$ cat config.mk
export PLATFORM = sky130hd
export DESIGN_NAME = smapHost
export DESIGN_NICKNAME = d
export VERILOG_FILES = /design/src/smapPkg.sv /design/src/busPkg.sv /design/src/smapHost.sv /design/src/smapSequencer.sv /design/src/busSlave.sv
export SDC_FILE = /design/constraint.sdc
export NUM_CORES = 1
export LEC_CHECK = 0
export ABC_AREA = 1
export BUFFER_PORTS_ARGS = -buffer_cell sky130_fd_sc_hd__buf_2
export CAP_MARGIN = 10
export CORE_MARGIN = 2
export CORE_UTILIZATION = 30
export DETAILED_ROUTE_END_ITERATION = 6
export GPL_TIMING_DRIVEN = 1
export PLACE_DENSITY = 0.44
export RECOVER_POWER = 50
export SLEW_MARGIN = 5
export SYNTH_ARGS = -nofsm -noshare
export SYNTH_HDL_FRONTEND = slang
export SYNTH_SLANG_ARGS = --single-unit
$ cat constraint.sdc
create_clock -name Bus2IP_Clk -period 3 [get_ports Bus2IP_Clk]
set_input_delay 0.3 -clock Bus2IP_Clk [delete_from_list [all_inputs] [get_ports Bus2IP_Clk]]
set_output_delay 0.3 -clock Bus2IP_Clk [all_outputs]
set_load 0.02 [all_outputs]
$ cat src/smapPkg.sv
//------------------
// SelectMAP pin types, sequencer state and opcode
// Control register bit map
//------------------
package smapPkg;

   //------------------
   // Sequencer command
   //------------------
   typedef enum logic
   {
      opWrite = 1'b0,   // Bytes out on D
      opRead  = 1'b1    // Bytes in from D
   } smapOpE;

   // Byte engine states
   typedef enum logic [1:0]
   {
      stIdle  = 2'd0,   // Waiting for a command
      stAlign = 2'd1,   // Wait for CCLK low
      stXfer  = 2'd2,   // CS_B low, bytes moving
      stDone  = 2'd3    // Command ack phase
   } smapStateE;

   //------------------
   // Pins toward the device, 20 bits
   //------------------
   typedef struct packed
   {
      logic [7:0] dOut;    // D output data
      logic [7:0] dTri;    // D tristate, 1 = input
      logic       rdwrB;   // RDWR_B
      logic       csB;     // CS_B
      logic       progB;   // PROG_B
      logic       cclk;    // CCLK
   } smapOutT;

   // Pins from the device, 10 bits
   typedef struct packed
   {
      logic [7:0] dIn;     // D input data
      logic       initB;   // INIT_B
      logic       done;    // DONE
   } smapInT;

   // Control register bits
   localparam int unsigned CtrlDoneBit  = 0;
   localparam int unsigned CtrlInitBBit = 1;
   localparam int unsigned CtrlProgBBit = 2;

endpackage

$ cat src/busPkg.sv
//------------------
// Host bus types for the SelectMAP port
// Request and response of the four-phase req/ack bus
//------------------
package busPkg;

   //------------------
   // Register select
   //------------------
   // One address bit picks the register
   typedef enum logic
   {
      regCtrl = 1'b0,   // PROG_B, INIT_B, DONE
      regData = 1'b1    // Word to or from the SelectMAP pins
   } regSelE;

   //------------------
   // Host request, 35 bits
   //------------------
   // Held stable by the host from req rise until ack
   typedef struct packed
   {
      logic        req;     // Four-phase request
      logic        wr;      // 1 write, 0 read
      regSelE      sel;     // Addressed register
      logic [31:0] wdata;   // Write data
   } busReqT;

   //------------------
   // Slave response, 33 bits
   //------------------
   typedef struct packed
   {
      logic        ack;     // High until req falls
      logic [31:0] rdata;   // Valid while ack is high
   } busRspT;

endpackage
$ cat src/smapHost.sv
//------------------
// SelectMAP host port top level
// Bus slave in front of the byte sequencer
//------------------
`timescale 1ns/1ps

module smapHost
   import busPkg::*, smapPkg::*;
#(
   parameter int unsigned wordBytes = 4   // Bytes per data word, 1 to 4
)
(
   input  logic    Bus2IP_Clk,
   input  logic    rstN,
   input  busReqT  busReq,    // Host request
   output busRspT  busRsp,    // Host response
   input  smapInT  smapIn,    // Device pins in
   output smapOutT smapOut    // Device pins out
);

   //------------------
   // Command handshake
   //------------------
   logic                   cmdReq;
   smapOpE                 cmdOp;
   logic [8*wordBytes-1:0] cmdData;   // Write word
   logic                   cmdAck;
   logic [8*wordBytes-1:0] rdWord;    // Read word, valid with cmdAck

   // Status and PROG_B between the two halves
   logic initB;
   logic done;
   logic progB;

   busSlave #(.wordBytes(wordBytes)) busSlave_i
   (
      .Bus2IP_Clk (Bus2IP_Clk),
      .rstN       (rstN),
      .busReq     (busReq),
      .busRsp     (busRsp),
      .cmdReq     (cmdReq),
      .cmdOp      (cmdOp),
      .cmdData    (cmdData),
      .cmdAck     (cmdAck),
      .rdWord     (rdWord),
      .initB      (initB),
      .done       (done),
      .progB      (progB)
   );

   smapSequencer #(.wordBytes(wordBytes)) smapSequencer_i
   (
      .Bus2IP_Clk (Bus2IP_Clk),
      .rstN       (rstN),
      .cmdReq     (cmdReq),
      .cmdOp      (cmdOp),
      .cmdData    (cmdData),
      .cmdAck     (cmdAck),
      .rdWord     (rdWord),
      .initB      (initB),
      .done       (done),
      .progB      (progB),
      .smapIn     (smapIn),
      .smapOut    (smapOut)
   );

endmodule

$ cat src/smapSequencer.sv
//------------------
// SelectMAP byte engine with CCLK divider
// Pad registers, byte-serial write and read
//------------------
`timescale 1ns/1ps

module smapSequencer
   import smapPkg::*;
#(
   parameter int unsigned wordBytes = 4
)
(
   input  logic                   Bus2IP_Clk,
   input  logic                   rstN,
   input  logic                   cmdReq,
   input  smapOpE                 cmdOp,
   input  logic [8*wordBytes-1:0] cmdData,
   output logic                   cmdAck,
   output logic [8*wordBytes-1:0] rdWord,
   output logic                   initB,     // Registered INIT_B
   output logic                   done,      // Registered DONE
   input  logic                   progB,
   input  smapInT                 smapIn,
   output smapOutT                smapOut
);

   localparam int unsigned WordW = 8 * wordBytes;

   smapStateE        stateQ;
   smapOpE           opQ;        // Latched command
   logic [2:0]       byteCntQ;   // CCLK rises in stXfer
   logic             sampleQ;    // Cycle after a rise in stXfer
   logic             cmdAckQ;
   logic [WordW-1:0] wrShiftQ;   // Top byte goes out next
   logic [WordW-1:0] rdShiftQ;   // Bytes shift in from the bottom
   smapInT           smapInQ;    // Input pad flops
   smapOutT          smapOutQ;   // Output pad flops
   logic             riseNext;   // CCLK rises at this edge
   logic             lastByte;

   assign riseNext = !smapOutQ.cclk;
   assign lastByte = (byteCntQ == 3'(wordBytes - 1));

   //------------------
   // Control FSM
   //------------------
   always_ff @(posedge Bus2IP_Clk)
   begin
      if (!rstN)
      begin
         stateQ   <= stIdle;
         opQ      <= opWrite;
         byteCntQ <= '0;
         sampleQ  <= 1'b0;
         cmdAckQ  <= 1'b0;
      end
      else
      begin
         sampleQ <= (stateQ == stXfer) && riseNext;
         unique case (stateQ)
            stIdle:
               if (cmdReq)
               begin
                  opQ    <= cmdOp;
                  stateQ <= stAlign;
               end
            stAlign:
               if (riseNext)
                  stateQ <= stXfer;          // Pads follow one cycle later, on a fall
            stXfer:
               if (riseNext)
               begin
                  if (lastByte)
                  begin
                     byteCntQ <= '0;
                     stateQ   <= stDone;     // CS_B rises at the next fall
                  end
                  else
                     byteCntQ <= byteCntQ + 3'd1;
               end
            stDone:
               if (!cmdAckQ)
                  cmdAckQ <= 1'b1;           // Last read byte lands this edge
               else if (!cmdReq)
               begin
                  cmdAckQ <= 1'b0;
                  stateQ  <= stIdle;
               end
            default:
               stateQ <= stIdle;
         endcase
      end
   end

   //------------------
   // Data shifters
   //------------------
   always_ff @(posedge Bus2IP_Clk)
   begin
      smapInQ <= smapIn;                                   // Input pads
      if (stateQ == stIdle && cmdReq)
         wrShiftQ <= cmdData;
      else if (stateQ == stXfer && riseNext)
         wrShiftQ <= wrShiftQ << 8;                        // Next byte ready for the fall
      if (sampleQ && opQ == opRead)
         rdShiftQ <= (rdShiftQ << 8) | WordW'(smapInQ.dIn);   // MSB first
   end

   //------------------
   // Output pads
   //------------------
   always_ff @(posedge Bus2IP_Clk)
   begin
      if (!rstN)
      begin
         smapOutQ.dOut  <= '0;
         smapOutQ.dTri  <= '1;
         smapOutQ.rdwrB <= 1'b1;
         smapOutQ.csB   <= 1'b1;
         smapOutQ.progB <= 1'b1;
         smapOutQ.cclk  <= 1'b0;
      end
      else
      begin
         smapOutQ.cclk  <= ~smapOutQ.cclk;                 // Bus clock / 2
         smapOutQ.progB <= progB;
         smapOutQ.csB   <= (stateQ != stXfer);
         smapOutQ.rdwrB <= (stateQ != stXfer) || (opQ == opRead);
         // Drive D only while writing
         smapOutQ.dTri  <= (stateQ == stXfer && opQ == opWrite) ? 8'h00 : 8'hFF;
         smapOutQ.dOut  <= wrShiftQ[WordW-1 -: 8];
      end
   end

   assign smapOut = smapOutQ;
   assign cmdAck  = cmdAckQ;
   assign rdWord  = rdShiftQ;
   assign initB   = smapInQ.initB;
   assign done    = smapInQ.done;

endmodule

$ cat src/busSlave.sv
//------------------
// Four-phase bus endpoint
// Control register, command handshake, read mux
//------------------
`timescale 1ns/1ps

module busSlave
   import busPkg::*, smapPkg::*;
#(
   parameter int unsigned wordBytes = 4
)
(
   input  logic                   Bus2IP_Clk,
   input  logic                   rstN,
   input  busReqT                 busReq,
   output busRspT                 busRsp,
   output logic                   cmdReq,    // To sequencer
   output smapOpE                 cmdOp,
   output logic [8*wordBytes-1:0] cmdData,
   input  logic                   cmdAck,    // From sequencer
   input  logic [8*wordBytes-1:0] rdWord,
   input  logic                   initB,     // Registered pin status
   input  logic                   done,
   output logic                   progB      // Control bit to PROG_B
);

   busReqT      reqQ;      // Registered host request
   logic        ackQ;
   logic        cmdReqQ;
   logic        progBQ;
   logic [31:0] rdataQ;    // Response data
   logic [31:0] ctrlWord;  // Control register read view
   logic        cmdDone;   // Sequencer finished the command

   //------------------
   // Handshake and control register
   //------------------
   assign cmdDone = cmdReqQ && cmdAck;

   always_ff @(posedge Bus2IP_Clk)
   begin
      if (!rstN)
      begin
         reqQ    <= '0;
         ackQ    <= 1'b0;
         cmdReqQ <= 1'b0;
         progBQ  <= 1'b1;                    // Device not held in reset
      end
      else
      begin
         reqQ <= busReq;                     // 1 cycle input stage
         if (!reqQ.req)
         begin
            // Return to zero, both sides
            ackQ    <= 1'b0;
            cmdReqQ <= 1'b0;
         end
         else if (!ackQ)
         begin
            if (reqQ.sel == regCtrl)
            begin
               ackQ <= 1'b1;                 // Local register, fixed latency
               if (reqQ.wr)
                  progBQ <= reqQ.wdata[CtrlProgBBit];
            end
            else if (cmdDone)
               ackQ <= 1'b1;                 // Cycle after cmdAck
            else if (!cmdAck)
               cmdReqQ <= 1'b1;              // Previous command fully closed
         end
      end
   end

   //------------------
   // Read data
   //------------------
   always_comb
   begin
      ctrlWord               = '0;
      ctrlWord[CtrlProgBBit] = progBQ;
      ctrlWord[CtrlInitBBit] = initB;
      ctrlWord[CtrlDoneBit]  = done;
   end

   // Captured in the cycle ack rises, held while ack is high
   always_ff @(posedge Bus2IP_Clk)
   begin
      if (reqQ.req && !ackQ)
      begin
         if (reqQ.sel == regCtrl)
            rdataQ <= reqQ.wr ? '0 : ctrlWord;
         else if (cmdDone)
            rdataQ <= reqQ.wr ? '0 : 32'(rdWord);   // Zero extend
      end
   end

   always_comb
   begin
      busRsp.ack   = ackQ;
      busRsp.rdata = rdataQ;
   end

   // Command fields come straight from the held request
   assign cmdReq  = cmdReqQ;
   assign cmdOp   = reqQ.wr ? opWrite : opRead;
   assign cmdData = reqQ.wdata[8*wordBytes-1:0];   // Low bytes, MSB first on pins
   assign progB   = progBQ;

endmodule

==> metrics.md <==
| Metric | Value |
|---|---|
| Outcome | complete, but fails checks |
| Violations in the final reports | capacitance limit, slew limit |
| Post-synth top area cell | edfxtp_1 |
| DR pass1 iterations | 4 |
| Worst min path class | primary input to register |
| Gpl congestion | 0.7294 |
| Top FF cell, synth | edfxtp_1 |
| Final hold vios | 0 |
| Largest net degree at the start of global routing | 35 |
| Post-CTS resize count | 0 |
| Fillers | 1862 |
| Syn nets | 560 |
| Vias/cell | 3.819 |
| Post-route setup slack | 0.7706 ns |
| Skew-Pair Late Insertion Delay | 0.42 ns |
| Synth Instances | 508 |
| Leak | 3.172 nW |
| H-tree depth | 4 |
| Routed vias | 3296 |
| Initial antenna violation count | 0 |
| Area share of the largest cell type after synthesis | 50.50% |
| Final period util | 74.31% |
| N_diodes | 0 |
| Post-synth top cells | nand2_1 (138), inv_1 (97), edfxtp_1 (96), dfxtp_1 (68), nor2_1 (53) |
| DIE AREA | 0.02015 mm^2 |
| Die X | 141.9 um |
| Async S/R FF share, synth | 0% |
| TritonCTS clock tree | yes |
| HPWL after DPL | 6.252 mm |
| Maximum vdd drop | 0.3952 mV |
| Pins Over Slew Limit | 33 |
| Inserted Clock Buffers | 17 |
| CP max FO | 32 |
| Port Buffer Count | 99 |
| DRT iter0 DRCs | 211 |
| Post-CTS setup repair buffer count | 0 |
| Yosys cell types | 21 |
| CTS max path bufs | 2 |
| Post-synthesis mux area share | 0% |
| ANT nets after route | 0 |
| Mapped cell area | 0.005708 mm^2 |
| Crit path time final | 2.229 ns |
| Main combinational cell family by area after synthesis | simple AND/OR/NAND/NOR gates |
| Setup WS pre-CTS | 0.9985 ns |
| Layout cells sized above 1 | 14.79% |
| Post-synthesis xor/xnor area fraction | 0% |
| Core outline area | 0.01871 mm^2 |
| WP data arrival | 2.23 ns |
| Simple-gate share of the synthesized area | 13.77% |
| Top-count cell post-synth | nand2_1 |
| GRT Util Overall | 10.23% |
| EDFF count, synth | 96 |
| FMAX | 448.6 MHz |
| Starting density of the core | 30.52% |
| Die Y | 141.9 um |
| Area delta synth->final | 22.51% |
| RSZ-0062 raised after global routing | false |
| Crit path required time | 3.01 ns |
| Total Wirelength | 9.632 mm |
| Worst Setup End Kind | register |
| Post-synthesis sequential area ratio | 74.35% |
| GRT overflow | 0 |
| Worst setup SP type | register |
| Final nets | 668 |
| Setup_tns | 0 ns |
| Post-Synth Adder-Cell Area | 1.096% |
| Avg WL per Cell | 11.16 um |
| Setup violators final | 0 |
| Pwr dens | 755.7 mW/mm^2 |
| First-pass GRT wire length | 15.79 mm |
| I/O pins | 100 |
| Synth warn | 0 |
| Yosys reg bits | 164 |
| Worst clock skew | 0.007835 ns |
| Sink Count | 164 |
| Dominant cells by area after synthesis | edfxtp_1 (51%), dfxtp_1 (24%), nand2_1 (9.1%) |
| Worst-path clk slew | 0.06 ns |
| Critical path class | register to register |
| Hold Buf Count CTS | 10 |
| Syn Area/Cell | 11.24 um^2 |
| Slew at the pin with the worst max-slew slack | 1.820 ns |
| Slew margin rel. | -21.32% |
| Synth Area in Compound Gates | 1.403% |
| Vias in the first global route | 3166 |
| Max Cap Viol | 1 |
| Detailed-route DRC error count | 0 |
| Root Buffer | clkbuf_16 |
| Num rows | 50 |
## worst max-delay path: stages (launching register included)
cell,delay (ns)
dfxtp_1,0.38
nand2_1,0.08
inv_1,0.05
clkbuf_1,1.30
## cells by family (layout without fill, tap and decap cells)
logic type      Yosys count  count (layout)
compound gates           15              15
flops                   164             164
buf+inv                 122             243
simple gates            202             202
fa+ha+maj                 5               5
## layout make-up
type                            count  area [um^2]  area share, %
Clock buffer                       17        425.4          6.083
Clock inverter                     15        178.9          2.559
Inverter                           99        374.1          5.350
Multi-Input combinational cell    222        922.1          13.19
Sequential cell                   164         4244          60.69
Tap cell                          234        292.8          4.187
Timing Repair Buffer              112        555.5          7.944
## registers in the layout, indices dropped and copies added (netlist names), 2 cells and up
name,flops
busSlave_i.cmdData,32
smapSequencer_i.smapInQ,8
busSlave_i.reqQ,3
smapSequencer_i.stateQ,2
smapSequencer_i.wrShiftQ,32
smapSequencer_i.smapOut,12
smapSequencer_i.byteCntQ,3
smapSequencer_i.rdWord,32
busSlave_i.rdataQ,32
## through the flow
stage               utilization [%]  cells  hold slack [ns]  cell area (um^2)  total power, W
floorplan                         -    508           0.3277              5708        0.002993
global placement              33.99    821           0.3889              6359        0.003113
detailed placement            33.99    821           0.3887              6359        0.003127
CTS                           37.76    863          0.03879              7063        0.005359
global route                  37.38    863          0.04124              6993        0.005519
finish                        37.38    863          0.06093              6993        0.005284
## layer usage
metal | track usage [%] | vias up | routed length (um)
met5 | 0 | - | 0
met4 | 4.105 | 0 | 131
met3 | 4.273 | 11 | 552
met2 | 15.10 | 76 | 4206
met1 | 13.34 | 1444 | 4742
li1 | - | 1765 | -
## final timing paths
| path | from | end | slack (ns) | depth (start not counted) |
|---|---|---|---|---|
| hold / removal | busReq[6] | busSlave_i.cmdData[6]$_SDFF_PN0_ | 0.06 | 3 |
| setup / recovery | smapSequencer_i.opQ$_SDFFE_PN0P_ | smapSequencer_i.rdWord[6]$_DFFE_PP_ | 0.77 | 3 |
| hold reg to reg | smapSequencer_i.smapInQ[6]$_DFF_P_ | smapSequencer_i.rdWord[4]$_DFFE_PP_ | 0.40 | 0 |
| setup reg to reg | smapSequencer_i.opQ$_SDFFE_PN0P_ | smapSequencer_i.rdWord[6]$_DFFE_PP_ | 0.77 | 3 |
## power breakdown
group          internal (W)  switching [W]
sequential          0.00255      0.0000528
combinational      0.000153       0.000309
clock               0.00132       0.000899
## cell usage in the layout, fill, tap and decap left out, drive strengths merged, types with 6 or more instances in the layout
master | Yosys | routed
inv | 99 | 104
buf | 23 | 56
edfxtp | 96 | 96
nand2 | 139 | 139
o21ai | 6 | 6
a21oi | 7 | 7
dfxtp | 68 | 68
clkbuf | 0 | 63
dlygate4sd3 | 0 | 10
nor2 | 54 | 54
Power figures use the tool's default switching activity.
